[config.mk]
export PLATFORM = sky130hd
export DESIGN_NAME = jumpUnitTop
export DESIGN_NICKNAME = d
export VERILOG_FILES = /design/src/hdl/jumpUnitPkg.sv /design/src/hdl/branchResolver.sv /design/src/hdl/instructionPhaseSequencer.sv /design/src/hdl/jumpGroupDecoder.sv /design/src/hdl/jumpUnitTop.sv /design/src/hdl/programCounter.sv /design/src/hdl/registerFile.sv
export SDC_FILE = /design/constraint.sdc
export NUM_CORES = 1
export LEC_CHECK = 0
export ABC_AREA = 1
export ABC_CLOCK_PERIOD_IN_PS = 5500
export BUFFER_PORTS_ARGS = -buffer_cell sky130_fd_sc_hd__buf_2
export CAP_MARGIN = 20
export CORE_MARGIN = 8
export CORE_UTILIZATION = 60
export CTS_CLUSTER_DIAMETER = 100
export CTS_CLUSTER_SIZE = 28
export DETAILED_ROUTE_END_ITERATION = 7
export PLACE_DENSITY = 0.86
export SYNTH_ARGS = -nofsm -noshare
export SYNTH_HDL_FRONTEND = slang
export SYNTH_SLANG_ARGS = --single-unit
[constraint.sdc]
create_clock -name CLK -period 5.5 [get_ports CLK]
set_clock_uncertainty 0.15 [all_clocks]
set_input_delay 1.1 -clock CLK [delete_from_list [all_inputs] [get_ports CLK]]
set_output_delay 1.1 -clock CLK [all_outputs]
set_load 0.02 [all_outputs]
[src/hdl/jumpUnitPkg.sv]
`default_nettype none

package jumpUnitPkg;

	// ########################################################################
	// widths and sizes.
	// ########################################################################

	localparam int wordWidth = 16;
	localparam int regCount = 16;

	typedef logic [3:0] regIndex;

	// instruction groups; anything else retires as a nop.
	localparam logic [3:0] groupNop = 4'd0;
	localparam logic [3:0] groupLoadImm = 4'd1;
	localparam logic [3:0] groupFlags = 4'd2;
	localparam logic [3:0] groupJump = 4'd3;

	// jump modes.
	localparam logic [1:0] jmpAbsReg = 2'd0;
	localparam logic [1:0] jmpRelReg = 2'd1;
	localparam logic [1:0] jmpRelImm = 2'd2;
	localparam logic [1:0] jmpReserved = 2'd3;

	// condition flag select codes.
	localparam logic [1:0] flagZ = 2'd0;
	localparam logic [1:0] flagC = 2'd1;
	localparam logic [1:0] flagN = 2'd2;
	localparam logic [1:0] flagV = 2'd3;

	// ########################################################################
	// instruction word and its views.
	// ########################################################################

	typedef struct packed {
		logic [3:0]  group;
		logic [11:0] payload;
	} genericView;

	typedef struct packed {
		logic [3:0] group;
		regIndex    target;
		logic [7:0] imm;
	} loadImmView;

	// operand is register B in register modes, signed offset in jmpRelImm.
	typedef struct packed {
		logic [3:0] group;
		logic [1:0] mode;
		logic       ccApply;
		logic       ccInvert;
		logic [1:0] ccSelect;
		logic [5:0] operand;
	} jumpView;

	typedef union packed {
		genericView generic;
		loadImmView loadImm;
		jumpView    jump;
	} instrWord;

	// bit order matches the low nibble of a flag-write payload.
	typedef struct packed {
		logic v;
		logic n;
		logic c;
		logic z;
	} flagsT;

	typedef enum logic [3:0] {
		phaseFetch   = 4'b0001,
		phaseDecode  = 4'b0010,
		phaseExecute = 4'b0100,
		phaseCommit  = 4'b1000
	} phaseT;

	// ########################################################################
	// stage records.
	// ########################################################################

	typedef struct packed {
		logic       isJump;
		logic       relative;
		logic       immSource;
		logic       ccApply;
		logic       ccInvert;
		logic [1:0] ccSelect;
		regIndex    regBAddr;
		logic [5:0] immOffset;
		logic       writeReg;
		regIndex    writeAddr;
		logic [7:0] writeData;
		logic       writeFlags;
		flagsT      flagData;
	} decodedT;

	typedef struct packed {
		logic                 taken;
		logic [wordWidth-1:0] target;
		logic                 writeReg;
		regIndex              writeAddr;
		logic [wordWidth-1:0] writeData;
		logic                 writeFlags;
		flagsT                flagData;
	} resolvedT;

	typedef struct packed {
		logic                 valid;
		logic [wordWidth-1:0] pc;
		logic [wordWidth-1:0] nextPc;
		logic                 taken;
	} retireT;

endpackage

`default_nettype wire

[src/hdl/branchResolver.sv]
`default_nettype none

module branchResolver (
	input  logic                               CLK,
	input  logic                               reset,
	input  jumpUnitPkg::phaseT                 phase,
	input  jumpUnitPkg::decodedT               decoded,
	input  logic [jumpUnitPkg::wordWidth-1:0]  regBData,
	input  logic [jumpUnitPkg::wordWidth-1:0]  pc,
	output jumpUnitPkg::resolvedT              resolved,
	output logic                               regWriteEn,
	output jumpUnitPkg::regIndex               regWriteAddr,
	output logic [jumpUnitPkg::wordWidth-1:0]  regWriteData
);

	jumpUnitPkg::flagsT flags;
	jumpUnitPkg::resolvedT nextResolved;
	logic [jumpUnitPkg::wordWidth-1:0] operandB;
	logic flagBit;
	logic condition;

	always_comb begin
		case (decoded.ccSelect)
			jumpUnitPkg::flagZ: flagBit = flags.z;
			jumpUnitPkg::flagC: flagBit = flags.c;
			jumpUnitPkg::flagN: flagBit = flags.n;
			jumpUnitPkg::flagV: flagBit = flags.v;
			default: flagBit = 1'b0;
		endcase
	end

	// unconditional jumps always pass.
	assign condition = ~decoded.ccApply | (flagBit ^ decoded.ccInvert);

	always_comb begin
		if (decoded.immSource) begin
			operandB = {{(jumpUnitPkg::wordWidth - 6){decoded.immOffset[5]}},
				decoded.immOffset};
		end else begin
			operandB = regBData;
		end
	end

	always_comb begin
		nextResolved.taken = decoded.isJump & condition;
		if (decoded.relative) begin
			nextResolved.target = pc + operandB;
		end else begin
			nextResolved.target = operandB;
		end
		nextResolved.writeReg = decoded.writeReg;
		nextResolved.writeAddr = decoded.writeAddr;
		nextResolved.writeData = {{(jumpUnitPkg::wordWidth - 8){1'b0}}, decoded.writeData};
		nextResolved.writeFlags = decoded.writeFlags;
		nextResolved.flagData = decoded.flagData;
	end

	always_ff @(posedge CLK) begin
		if (reset) begin
			resolved <= '0;
		end else if (phase == jumpUnitPkg::phaseExecute) begin
			resolved <= nextResolved;
		end
	end

	// flags change at commit, together with the pc.
	always_ff @(posedge CLK) begin
		if (reset) begin
			flags <= '0;
		end else if (phase == jumpUnitPkg::phaseCommit && resolved.writeFlags) begin
			flags <= resolved.flagData;
		end
	end

	assign regWriteEn = (phase == jumpUnitPkg::phaseCommit) & resolved.writeReg;
	assign regWriteAddr = resolved.writeAddr;
	assign regWriteData = resolved.writeData;

endmodule

`default_nettype wire

[src/hdl/instructionPhaseSequencer.sv]
`default_nettype none

module instructionPhaseSequencer (
	input  logic                  CLK,
	input  logic                  reset,
	input  logic                  instrValid,
	input  jumpUnitPkg::instrWord instr,
	output logic                  instrReady,
	output jumpUnitPkg::phaseT    phase,
	output jumpUnitPkg::instrWord latched
);

	jumpUnitPkg::phaseT nextPhase;
	logic transfer;

	assign transfer = instrValid & instrReady;

	// fetch waits for a transfer, the other phases step every cycle.
	always_comb begin
		case (phase)
			jumpUnitPkg::phaseFetch: begin
				if (transfer) begin
					nextPhase = jumpUnitPkg::phaseDecode;
				end else begin
					nextPhase = jumpUnitPkg::phaseFetch;
				end
			end
			jumpUnitPkg::phaseDecode: nextPhase = jumpUnitPkg::phaseExecute;
			jumpUnitPkg::phaseExecute: nextPhase = jumpUnitPkg::phaseCommit;
			jumpUnitPkg::phaseCommit: nextPhase = jumpUnitPkg::phaseFetch;
			default: nextPhase = jumpUnitPkg::phaseFetch;
		endcase
	end

	// ready is low in reset and high only in fetch.
	always_ff @(posedge CLK) begin
		if (reset) begin
			phase <= jumpUnitPkg::phaseFetch;
			instrReady <= 1'b0;
		end else begin
			phase <= nextPhase;
			instrReady <= (nextPhase == jumpUnitPkg::phaseFetch);
		end
	end

	// word is held until the next acceptance.
	always_ff @(posedge CLK) begin
		if (transfer) begin
			latched <= instr;
		end
	end

endmodule

`default_nettype wire

[src/hdl/jumpGroupDecoder.sv]
`default_nettype none

module jumpGroupDecoder (
	input  logic                  CLK,
	input  logic                  reset,
	input  jumpUnitPkg::phaseT    phase,
	input  jumpUnitPkg::instrWord latched,
	output jumpUnitPkg::decodedT  decoded,
	output jumpUnitPkg::regIndex  regBAddr
);

	jumpUnitPkg::decodedT nextDecoded;

	always_comb begin
		nextDecoded = '0;
		case (latched.generic.group)
			jumpUnitPkg::groupLoadImm: begin
				nextDecoded.writeReg = 1'b1;
				nextDecoded.writeAddr = latched.loadImm.target;
				nextDecoded.writeData = latched.loadImm.imm;
			end
			jumpUnitPkg::groupFlags: begin
				nextDecoded.writeFlags = 1'b1;
				nextDecoded.flagData = jumpUnitPkg::flagsT'(latched.generic.payload[3:0]);
			end
			jumpUnitPkg::groupJump: begin
				nextDecoded.isJump = 1'b1;
				nextDecoded.ccApply = latched.jump.ccApply;
				nextDecoded.ccInvert = latched.jump.ccInvert;
				nextDecoded.ccSelect = latched.jump.ccSelect;
				nextDecoded.regBAddr = latched.jump.operand[3:0];
				nextDecoded.immOffset = latched.jump.operand;
				case (latched.jump.mode)
					jumpUnitPkg::jmpAbsReg: nextDecoded.relative = 1'b0;
					jumpUnitPkg::jmpRelReg: nextDecoded.relative = 1'b1;
					jumpUnitPkg::jmpRelImm: begin
						nextDecoded.relative = 1'b1;
						nextDecoded.immSource = 1'b1;
					end
					// reserved mode only steps the pc.
					jumpUnitPkg::jmpReserved: nextDecoded = '0;
					default: nextDecoded = '0;
				endcase
			end
			// nop and unknown groups.
			jumpUnitPkg::groupNop: nextDecoded = '0;
			default: nextDecoded = '0;
		endcase
	end

	always_ff @(posedge CLK) begin
		if (reset) begin
			decoded <= '0;
		end else if (phase == jumpUnitPkg::phaseDecode) begin
			decoded <= nextDecoded;
		end
	end

	// settled from the decode edge, so the read is stable in execute.
	assign regBAddr = decoded.regBAddr;

endmodule

`default_nettype wire

[src/hdl/jumpUnitTop.sv]
`default_nettype none

module jumpUnitTop (
	input  logic                  CLK,
	input  logic                  reset,
	input  jumpUnitPkg::instrWord instr,
	input  logic                  instrValid,
	output logic                  instrReady,
	output jumpUnitPkg::retireT   retire
);

	// ########################################################################
	// stage wiring.
	// ########################################################################

	jumpUnitPkg::phaseT phase;
	jumpUnitPkg::instrWord latched;
	jumpUnitPkg::decodedT decoded;
	jumpUnitPkg::resolvedT resolved;
	jumpUnitPkg::regIndex regBAddr;
	jumpUnitPkg::regIndex regWriteAddr;
	logic [jumpUnitPkg::wordWidth-1:0] regBData;
	logic [jumpUnitPkg::wordWidth-1:0] regWriteData;
	logic [jumpUnitPkg::wordWidth-1:0] pc;
	logic regWriteEn;

	instructionPhaseSequencer u_sequencer (
		.CLK(CLK),
		.reset(reset),
		.instrValid(instrValid),
		.instr(instr),
		.instrReady(instrReady),
		.phase(phase),
		.latched(latched)
	);

	jumpGroupDecoder u_decoder (
		.CLK(CLK),
		.reset(reset),
		.phase(phase),
		.latched(latched),
		.decoded(decoded),
		.regBAddr(regBAddr)
	);

	registerFile u_registerFile (
		.CLK(CLK),
		.reset(reset),
		.readAddr(regBAddr),
		.readData(regBData),
		.writeEn(regWriteEn),
		.writeAddr(regWriteAddr),
		.writeData(regWriteData)
	);

	branchResolver u_resolver (
		.CLK(CLK),
		.reset(reset),
		.phase(phase),
		.decoded(decoded),
		.regBData(regBData),
		.pc(pc),
		.resolved(resolved),
		.regWriteEn(regWriteEn),
		.regWriteAddr(regWriteAddr),
		.regWriteData(regWriteData)
	);

	programCounter u_programCounter (
		.CLK(CLK),
		.reset(reset),
		.phase(phase),
		.resolved(resolved),
		.pc(pc),
		.retire(retire)
	);

endmodule

`default_nettype wire

[src/hdl/programCounter.sv]
`default_nettype none

module programCounter (
	input  logic                               CLK,
	input  logic                               reset,
	input  jumpUnitPkg::phaseT                 phase,
	input  jumpUnitPkg::resolvedT              resolved,
	output logic [jumpUnitPkg::wordWidth-1:0]  pc,
	output jumpUnitPkg::retireT                retire
);

	logic [jumpUnitPkg::wordWidth-1:0] nextPc;

	// wraps at the word width.
	assign nextPc = resolved.taken ? resolved.target : pc + 1'b1;

	always_ff @(posedge CLK) begin
		if (reset) begin
			pc <= '0;
			retire <= '0;
		end else begin
			// valid is a single-cycle pulse.
			retire.valid <= 1'b0;
			if (phase == jumpUnitPkg::phaseCommit) begin
				pc <= nextPc;
				retire.valid <= 1'b1;
				retire.pc <= pc;
				retire.nextPc <= nextPc;
				retire.taken <= resolved.taken;
			end
		end
	end

endmodule

`default_nettype wire

[src/hdl/registerFile.sv]
`default_nettype none

module registerFile (
	input  logic                               CLK,
	input  logic                               reset,
	input  jumpUnitPkg::regIndex               readAddr,
	output logic [jumpUnitPkg::wordWidth-1:0]  readData,
	input  logic                               writeEn,
	input  jumpUnitPkg::regIndex               writeAddr,
	input  logic [jumpUnitPkg::wordWidth-1:0]  writeData
);

	logic [jumpUnitPkg::wordWidth-1:0] regs [jumpUnitPkg::regCount];

	assign readData = regs[readAddr];

	// registers start from zero after reset.
	always_ff @(posedge CLK) begin
		if (reset) begin
			regs <= '{default: '0};
		end else if (writeEn) begin
			regs[writeAddr] <= writeData;
		end
	end

endmodule

`default_nettype wire

==> impl_metrics.json, run 1 <==
{
  "status": "finished, final reports clean",
  "worstSetupEndpointType": "register",
  "ys_ff_latch": 253,
  "vias": 10200,
  "clk_path_buf_depth": 3,
  "drt-initial-drc-count": 1128,
  "synth_fp_nets": 1533,
  "vias_per_cell": 5.92,
  "rr_startpoint": "u_decoder.decoded[18]",
  "htree_levels": 1,
  "ys_seq_area_share_pct": 46.7,
  "start_util_pct": 60.4,
  "crit_start": "u_decoder.decoded[18]",
  "grt_use_total_pct": 24.6,
  "chipWidth_um": 153,
  "numCtsBuffers": 13,
  "cts_resized": 0,
  "whs_path_depth": 2,
  "postSynthCellCount": 1495,
  "fmax_mhz": 278,
  "dr.pass1.iters": 7,
  "worst_ir_drop_vdd_mv": 0.243,
  "crit_chain": "inv_2, buf_4, nand2_1, nand3_1, nand3_1, nand2_1, nand2_1, nand2_1, nand2_1, nand2_1, ha_1, inv_1, fa_1, inv_1, nand3_1, nand2_1, nand2_1, nand2_1, nand2_1, nand2_1, or2_2, nand3_1, a21oi_1",
  "regToRegEndpoint": "u_resolver.resolved[36]",
  "clk_pin_slew_worst_paths_ns": 0.11,
  "setup_viol": 0,
  "overflow": 0,
  "cts_tree": "yes",
  "r2r_slack_ns": 1.91,
  "min_period_over_period_pct": 65.3,
  "power_frac_seq_pct": 62.5,
  "synth_cell_types": 43,
  "clock_sinks": 253,
  "ant_nets": 0,
  "path_class": "reg2reg",
  "p_int_uw": 2330,
  "cts_hold_buf": 0,
  "worstSkewPairLatency_ns": 0.48,
  "gp_congestion": 0.925,
  "p_clk_share_pct": 35.5,
  "min_period_ns": 3.59,
  "netlist_area_mm2": 0.0112,
  "synth_area_per_cell_um2": 7.48,
  "grt_first_pass_wirelength_um": 48200,
  "rows": 50,
  "async_reset_ff_share_pct": 0,
  "synth_ff_type": "dfxtp_1",
  "hold_slack_ns": 0.303,
  "hold_path.class": "reg2reg",
  "rsz0062_at_grt": "no",
  "coreArea_mm2": 0.0185,
  "post_cts_buffers": 0,
  "p_leak_uw": 0.00457,
  "final_cell_mix": "236 x dfxtp_1, 231 x a21oi_1, 229 x o21ai_0, 220 x nand2_1, 131 x inv_1",
  "drc": 0,
  "r2r_cells": 23,
  "synth_edf_count": 16,
  "dp_hpwl_um": 19600,
  "cp-start-kind": "register",
  "cp_slowest_cell": "inv_2",
  "grt_pass1_vias": 9412,
  "fp.dieH_um": 153,
  "wl_um": 29300,
  "powerDensity_mw_per_mm2": 251,
  "diodes": 0,
  "antenna_found_initial": 0,
  "syn2layout_area_growth_pct": 6.07,
  "p_sw_share_pct": 21.7,
  "nNetsFinal": 1524,
  "cp.arrival_ns": 3.85,
  "port_buffers": 53,
  "critPathCapture": "u_resolver.resolved[36]",
  "wl_per_cell_um": 17.0,
  "cap_violations": 0,
  "slew_violations": 0,
  "fp.dieArea_mm2": 0.0233,
  "cts_root_buffer": "clkbuf_16",
  "p_switching_uw": 646,
  "yosysWarningCount": 0,
  "crit_path_max_fanout": 42,
  "ios": 54,
  "hold_viol": 0,
  "relSlewSlack_pct": 34.0,
  "required_ns": 5.76,
  "grt_max_degree": 81,
  "tns_ns": 0,
  "fin_util_pct": 64.1,
  "tightest_slew_ns": 0.990,
  "cpPeakStageDelay_ns": 0.51,
  "pwr-share-comb_pct": 2.0,
  "mostFrequentLayoutCell": "dfxtp_1",
  "path_common_cell": "nand2_1",
  "drive_above_1_share_pct": 6.99
}
[how the worst min path moves through the flow]
| stage | start | endpoint |
|---|---|---|
| 2_1_floorplan | u_registerFile.regs[131] | u_registerFile.regs[131] |
| 3_3_place_gp | u_registerFile.regs[36] | u_registerFile.regs[36] |
| 3_5_place_dp | u_registerFile.regs[133] | u_registerFile.regs[133] |
| 4_1_cts | u_registerFile.regs[133] | u_registerFile.regs[133] |
| 5_1_grt | u_registerFile.regs[180] | u_registerFile.regs[180] |
| 6_report | u_registerFile.regs[133] | u_registerFile.regs[133] |
[power groups by stage]
stage,logic (uW),clock network [uW],registers [uW]
2_1_floorplan,39.6,0,1900
3_3_place_gp,56.9,0,1900
3_5_place_dp,57.6,0,1900
4_1_cts,57.6,1070,1860
5_1_grt,65.8,1140,1860
6_report,58.3,1060,1860
[layout make-up]
| class | instances | area [um2] |
|---|---|---|
| flip-flops and latches | 253 | 5230 |
| well taps | 234 | 293 |
| inverters | 143 | 538 |
| repair buffers | 63 | 360 |
| clock buffers | 15 | 343 |
| clock inverters | 2 | 37.5 |
| multi-input cells | 1012 | 5070 |
| fillers | 1586 | 6650 |
[synth_stat cells (all sizes together) (16+ instances only)]
master  count  area share [%]
o21ai     231              10
buf        27             1.2
ha         18             2.0
nor2      127             4.6
nand2     220             7.4
edfxtp     16             4.3
a21oi     231              10
nand3      90             4.2
inv       133             4.5
clkbuf     60             2.0
a22oi      16             1.1
o211ai     17             1.1
dfxtp     237              42
[sequential cells by signal, summed over array words and instances, names as in the netlist]
name and cells:
u_registerFile.regs 128, u_decoder.decoded 31, u_resolver.resolved 23, u_programCounter.retire 18, u_programCounter.pc 16, u_sequencer.latched 16, u_resolver.regWriteData 8, u_resolver.flags 4
u_resolver.regWriteAddr 4, u_sequencer.phase 4, u_sequencer.instrReady 1
[per-layer routing]
metal,wire length [um],global-route usage (%)
met4,780,7.63
met1,12600,33.2
met3,2380,3.97
met5,0,0
met2,13500,39.7
[critical path, delay by kind of cell (launching register included)]
family / cells / cell delay, ns
adder cells (fa/ha/maj): 2 / 0.51
AND/OR/NAND/NOR: 16 / 1.37
AO/OA/AOI/OAI: 1 / 0.16
buffers and inverters: 4 / 0.99
flip-flops: 1 / 0.34
[per-stage QoR]
step / power, uW / worst slack, ns / cells / instance area (um2)
after floorplan: 1940 / 2.67 / 1495 / 11200
after global placement: 1960 / 2.04 / 1704 / 11500
after detailed placement: 1960 / 2.01 / 1704 / 11500
after CTS: 2990 / 1.99 / 1721 / 11800
after global routing: 3070 / 1.61 / 1722 / 11900
final: 2980 / 1.91 / 1722 / 11900
[kinds of logic (layout without fill, tap and decap cells)]
| family | after synthesis | in the layout | synth area share (%) |
|---|---|---|---|
| adder cells (fa/ha/maj) | 19 | 19 | 2.19 |
| AO/OA/AOI/OAI | 519 | 519 | 24.5 |
| XOR/XNOR | 4 | 4 | 0.313 |
| flip-flops | 253 | 253 | 46.7 |
| buffers and inverters | 230 | 223 | 7.99 |
| AND/OR/NAND/NOR | 470 | 470 | 18.3 |
(Power assumes the default switching activity.)
==> run 2: changes to the inputs <==
--- a/config.mk
+++ b/config.mk
@@ -6,7 +6,7 @@
 export NUM_CORES = 1
 export LEC_CHECK = 0
 export ABC_AREA = 1
-export ABC_CLOCK_PERIOD_IN_PS = 5500
+export ABC_CLOCK_PERIOD_IN_PS = 3540
 export BUFFER_PORTS_ARGS = -buffer_cell sky130_fd_sc_hd__buf_2
 export CAP_MARGIN = 20
 export CORE_MARGIN = 8
==> constraint.sdc (replaced) <==
create_clock -name CLK -period 3.54 [get_ports CLK]
set_clock_uncertainty 0.15 [all_clocks]
set_input_delay 0.708 -clock CLK [delete_from_list [all_inputs] [get_ports CLK]]
set_output_delay 0.708 -clock CLK [all_outputs]
set_load 0.02 [all_outputs]
==> run 2 against run 1 <==
  * Sequential power up 55%
  * Fmax increased by 10%
  * Largest cell class unchanged
  * Die area unchanged
  * Total power up 55%
==> impl_metrics.json, run 2 (synthesized netlist as in run 1, its figures left out) <==
{
  "status": "finished, final reports clean",
  "tightest_slew_ns": 1.02,
  "coreArea_mm2": 0.0185,
  "rows": 50,
  "start_util_pct": 60.4,
  "top_register": "u_registerFile.regs",
  "grt_pass1_vias": 9214,
  "grt_first_pass_wirelength_um": 47600,
  "clk_path_buf_depth": 3,
  "tns_ns": 0,
  "top_regs": "u_registerFile.regs: 128 flops, u_decoder.decoded: 31 flops, u_resolver.resolved: 23 flops",
  "dp_hpwl_um": 20200,
  "chipWidth_um": 153,
  "worst_ir_drop_vdd_mv": 0.379,
  "regArea_mm2": 0.00523,
  "path_class": "reg2reg",
  "gp_congestion": 0.945,
  "cp-start-kind": "register",
  "required_ns": 3.79,
  "drt-initial-drc-count": 1264,
  "clock_sinks": 253,
  "fp.dieH_um": 153,
  "rsz0062_at_grt": "no",
  "preCtsSetupSlack_ns": 0.284,
  "p_clk_share_pct": 35.3,
  "worstSkewPairLatency_ns": 0.48,
  "ios": 54,
  "wl_per_cell_um": 16.9,
  "clk_pin_slew_worst_paths_ns": 0.11,
  "hold_viol": 0,
  "cp.arrival_ns": 3.51,
  "slew_violations": 0,
  "dr.pass1.iters": 5,
  "grt_use_total_pct": 24.3,
  "relSlewSlack_pct": 32.0,
  "setup_viol": 0,
  "diodes": 0,
  "powerDensity_mw_per_mm2": 387,
  "p_sw_share_pct": 21.8,
  "p_leak_uw": 0.00461,
  "cts_tree": "yes",
  "largest_reg_flops": 128,
  "fp.dieArea_mm2": 0.0233,
  "finalWorstSetupSlack_ns": 0.281,
  "worstSetupEndpointType": "register",
  "multiInputGateArea_mm2": 0.00507,
  "ant_nets": 0,
  "vias_per_cell": 5.92,
  "grt_max_degree": 57,
  "fillers": 1591,
  "numCtsBuffers": 13,
  "final_cell_mix": "235 x dfxtp_1, 231 x a21oi_1, 229 x o21ai_0, 220 x nand2_1, 131 x inv_1",
  "cap_violations": 0,
  "power_frac_seq_pct": 62.6,
  "p_switching_uw": 1010,
  "nNetsFinal": 1534,
  "drive_above_1_share_pct": 7.67,
  "wl_um": 29300,
  "overflow": 0,
  "min_period_over_period_pct": 92.1,
  "port_buffers": 53,
  "crit_path_max_fanout": 55,
  "pwr-share-comb_pct": 2.0,
  "antenna_found_initial": 0,
  "mostFrequentLayoutCell": "dfxtp_1",
  "hold_path.class": "in2reg",
  "cts_root_buffer": "clkbuf_16",
  "fmax_mhz": 307,
  "min_period_ns": 3.26,
  "htree_levels": 1,
  "drc": 0,
  "syn2layout_area_growth_pct": 6.63,
  "vias": 10300,
  "p_int_uw": 3610
}
run 2: changes by cell type in the layout (fill, tap and decap cells not counted):
cell,before,now
buf_6,0,1
inv_8,0,1
inv_12,0,1
inv_2,2,1
buf_4,9,18
clkbuf_1,1,2
dfxtp_1,236,235
buf_12,0,1
clkinv_16,1,0
clkbuf_8,1,0
dfxtp_2,1,2
buf_16,1,0
inv_4,0,1
run 2: power by group through the flow:
| stage | combinational (uW) | sequential, uW | clock, uW |
|---|---|---|---|
| floorplan | 61.6 | 2960 | 0 |
| global route | 103 | 2900 | 1750 |
| detailed placement | 91.8 | 2960 | 0 |
| finish | 93.0 | 2890 | 1630 |
| CTS | 92.0 | 2890 | 1650 |
| global placement | 90.0 | 2960 | 0 |
run 2: path summary, 6_finish.rpt:
path / startpoint / to / slack (ns) / depth (start not counted)
setup reg to reg: u_decoder.decoded[18] / u_resolver.resolved[33] / 0.28 / 16
hold reg to reg: u_registerFile.regs[37] / u_registerFile.regs[37] / 0.30 / 2
setup / recovery: u_decoder.decoded[18] / u_resolver.resolved[33] / 0.28 / 16
hold / removal: instr[8] / u_sequencer.latched[8] / 0.24 / 1
run 2: final cells by class:
class | count | share of cell area [%]
clock inverters | 3 | 0.294
inverters | 143 | 4.53
well taps | 234 | 2.45
flip-flops and latches | 253 | 43.8
multi-input cells | 1012 | 42.5
repair buffers | 73 | 3.62
clock buffers | 15 | 2.79
run 2: metal layers:
| layer | share of wire, % | GRT usage, % | vias to the layer above |
|---|---|---|---|
| li1 | - | - | 5036 |
| met1 | 43 | 33.8 | 4692 |
| met2 | 45 | 38.1 | 463 |
| met3 | 9.2 | 4.11 | 65 |
| met4 | 2.9 | 7.35 | 0 |
| met5 | 0 | 0 | - |
run 2: metrics by stage:
step | instance area, um2 | util [%] | hold slack (ns) | cells | total power, uW
3_5_place_dp | 11600 | 62.4 | 0.284 | 1715 | 3050
4_1_cts | 11900 | 64.4 | 0.233 | 1733 | 4640
3_3_place_gp | 11600 | 62.4 | 0.281 | 1715 | 3050
6_report | 11900 | 64.4 | 0.243 | 1733 | 4620
5_1_grt | 11900 | 64.4 | 0.225 | 1733 | 4750
2_1_floorplan | 11200 | - | 0.270 | 1495 | 3020
run 2: worst max-delay path, cell delays in order, from the launching register on:
cell	delay (ns)
dfxtp_2	0.38
buf_6	0.37
o21ai_0	0.15
o21ai_0	0.29
o211ai_1	0.12
nand2_1	0.12
inv_1	0.07
ha_1	0.31
or2_2	0.32
and2_1	0.19
nand2_1	0.07
nand2_1	0.09
or2_2	0.28
nand3_1	0.07
nand3_1	0.08
nand2_1	0.06
inv_1	0.04
run 2: timing repair:
item,4_1_cts,5_1_grt
resized for setup,0,4
hold buffers,0,0
endpoints found under the setup margin,0,6
setup buffers,0,0
==> run 3: changes to the inputs <==
--- a/config.mk
+++ b/config.mk
@@ -12,7 +12,7 @@
 export CORE_MARGIN = 8
 export CORE_UTILIZATION = 60
 export CTS_CLUSTER_DIAMETER = 100
-export CTS_CLUSTER_SIZE = 28
+export CTS_CLUSTER_SIZE = 30
 export DETAILED_ROUTE_END_ITERATION = 7
 export PLACE_DENSITY = 0.86
 export SYNTH_ARGS = -nofsm -noshare
==> constraint.sdc (replaced) <==
create_clock -name CLK -period 3.54 [get_ports CLK]
set_clock_uncertainty 0.15 [all_clocks]
set_input_delay 0.708 -clock CLK [delete_from_list [all_inputs] [get_ports CLK]]
set_output_delay 0.708 -clock CLK [all_outputs]
set_load 0.01 [all_outputs]
==> run 3 against run 2 <==
  * Die area is the same
  * Via count fell by 0.31%
  * Final cell count decreased by 0.12%
  * Sequential share of layout area increased by 0.069 points
  * Count of clock-buffer cells in the layout decreased by 1
  * Critical path depth did not move
  * Total power fell by 1.0%
  * Clock power fell by 3%
  * First-iteration DRC count down 6.4%
  * Setup slack improved by 0.026 ns
  * Global-route usage hardly changed
  * Worst hold slack better by 0.0056 ns
  * Critical endpoint unchanged
  * Largest power group unchanged
==> impl_metrics.json, run 3 (synthesized netlist as in run 1, its figures left out) <==
{
  "r2r_cells": 16,
  "setup_viol": 0,
  "hold_viol": 0,
  "grt_use_total_pct": 24.3,
  "grt_first_pass_wirelength_um": 47700,
  "whs_path_depth": 1,
  "p_sw_share_pct": 21.3,
  "tns_ns": 0,
  "placedCellCount": 1715,
  "rows": 50,
  "p_clk_share_pct": 34.7,
  "crit_path_max_fanout": 55,
  "wl_um": 29300,
  "rr_startpoint": "u_decoder.decoded[18]",
  "required_ns": 3.81,
  "final_cell_mix": "235 x dfxtp_1, 231 x a21oi_1, 229 x o21ai_0, 220 x nand2_1, 131 x inv_1",
  "path_class": "reg2reg",
  "final_cells": 1731,
  "fin_util_pct": 64.3,
  "fp.dieH_um": 153,
  "grt_max_degree": 57,
  "fmax_mhz": 309,
  "clock_sinks": 253,
  "tightest_slew_ns": 0.993,
  "worst_ir_drop_vdd_mv": 0.434,
  "top_regs": "u_registerFile.regs: 128 flops, u_decoder.decoded: 31 flops, u_resolver.resolved: 23 flops",
  "chipWidth_um": 153,
  "powerDensity_mw_per_mm2": 384,
  "top_register": "u_registerFile.regs",
  "slew_violations": 0,
  "ios": 54,
  "grt_pass1_vias": 9262,
  "min_period_ns": 3.23,
  "vias_per_cell": 5.91,
  "gp_congestion": 0.945,
  "drc": 0,
  "drt-initial-drc-count": 1183,
  "relSlewSlack_pct": 33.7,
  "ant_nets": 0,
  "dp_hpwl_um": 20200,
  "rsz0062_at_grt": "no",
  "diodes": 0,
  "antenna_found_initial": 0,
  "p_leak_uw": 0.00461,
  "fp.dieArea_mm2": 0.0233,
  "port_buffers": 53,
  "clk_pin_slew_worst_paths_ns": 0.12,
  "overflow": 0,
  "hold_end": "u_sequencer.latched[5]",
  "syn2layout_area_growth_pct": 6.47,
  "coreArea_mm2": 0.0185,
  "cts_tree": "yes",
  "numCtsBuffers": 12,
  "post_cts_buffers": 0,
  "r2r_slack_ns": 0.31,
  "worstSetupEndpointType": "register",
  "wl_per_cell_um": 16.9,
  "cts_root_buffer": "clkbuf_16",
  "clk_path_buf_depth": 3,
  "p_switching_uw": 974,
  "cap_violations": 0,
  "worstSkewPairLatency_ns": 0.50,
  "mostFrequentLayoutCell": "dfxtp_1",
  "power_frac_seq_pct": 63.3,
  "status": "finished, final reports clean",
  "regToRegEndpoint": "u_resolver.resolved[33]",
  "largest_reg_flops": 128,
  "min_period_over_period_pct": 91.3,
  "p_int_uw": 3600,
  "start_util_pct": 60.4,
  "drive_above_1_share_pct": 7.62,
  "hold_path_startpoint": "instr[5]",
  "dr.pass1.iters": 6,
  "vias": 10200,
  "hold_path.class": "in2reg",
  "crit_start": "u_decoder.decoded[18]",
  "cp-start-kind": "register",
  "htree_levels": 1,
  "pwr-share-comb_pct": 2.0,
  "nNetsFinal": 1533,
  "cp.arrival_ns": 3.50
}
==> run 3: what timing repair did <==
item | CTS | global route
gates resized for setup | 0 | 4
setup endpoints to repair | 0 | 5
hold buffers | 0 | 0
==> run 3: cell type report <==
class	instances	area (um2)
clock inverter	2	20.0
clock buffer	14	329
tap	234	293
multi-input combinational	1012	5070
fill	1585	6610
timing repair buffer	73	432
sequential	253	5230
inverter	143	541
==> run 3: power by group through the flow <==
stage	sequential [uW]	combinational, uW	clock (uW)
finish	2890	92.1	1580
global route	2900	103	1710
CTS	2890	91.2	1610
detailed placement	2960	91.1	0
global placement	2960	89.3	0
floorplan	2960	61.6	0
==> run 3: worst max-delay path by stage <==
stage,endpoint,slack (ns),cells past startpoint
3_3_place_gp,u_resolver.resolved[33],0.33,16
5_1_grt,u_resolver.resolved[40],0.02,22
2_1_floorplan,u_resolver.resolved[33],0.71,20
6_report,u_resolver.resolved[33],0.31,16
4_1_cts,u_resolver.resolved[33],0.28,16
3_5_place_dp,u_resolver.resolved[33],0.28,16
==> run 3: through the flow <==
stage               power, uW  hold WS, ns  setup WS [ns]  instance area (um2)
finish                   4570        0.249          0.308                11900
floorplan                3020        0.270          0.714                11200
detailed placement       3050        0.284          0.284                11600
global route             4710        0.232         0.0192                11900
CTS                      4600        0.239          0.277                11900
global placement         3050        0.281          0.328                11600
==> run 3: worst max-delay path, stage by stage, from the launching register on <==
cell and delay, ns:
dfxtp_2 0.38, buf_6 0.37, o21ai_0 0.15, o21ai_0 0.28
o211ai_1 0.12, nand2_1 0.12, inv_1 0.07, ha_1 0.31
or2_2 0.32, and2_1 0.19, nand2_1 0.07, nand2_1 0.09
or2_2 0.28, nand3_1 0.07, nand3_1 0.09, nand2_1 0.07
inv_1 0.04
==> run 3: per-layer routing <==
| metal | vias to the layer above | wire length [um] | track usage [%] | part of all wire (%) |
|---|---|---|---|---|
| li1 | 5026 | - | - | - |
| met3 | 48 | 2680 | 4.34 | 9.1 |
| met5 | - | 0 | 0 | 0 |
| met4 | 0 | 682 | 6.27 | 2.3 |
| met1 | 4724 | 12700 | 33.6 | 43 |
| met2 | 426 | 13200 | 38.7 | 45 |
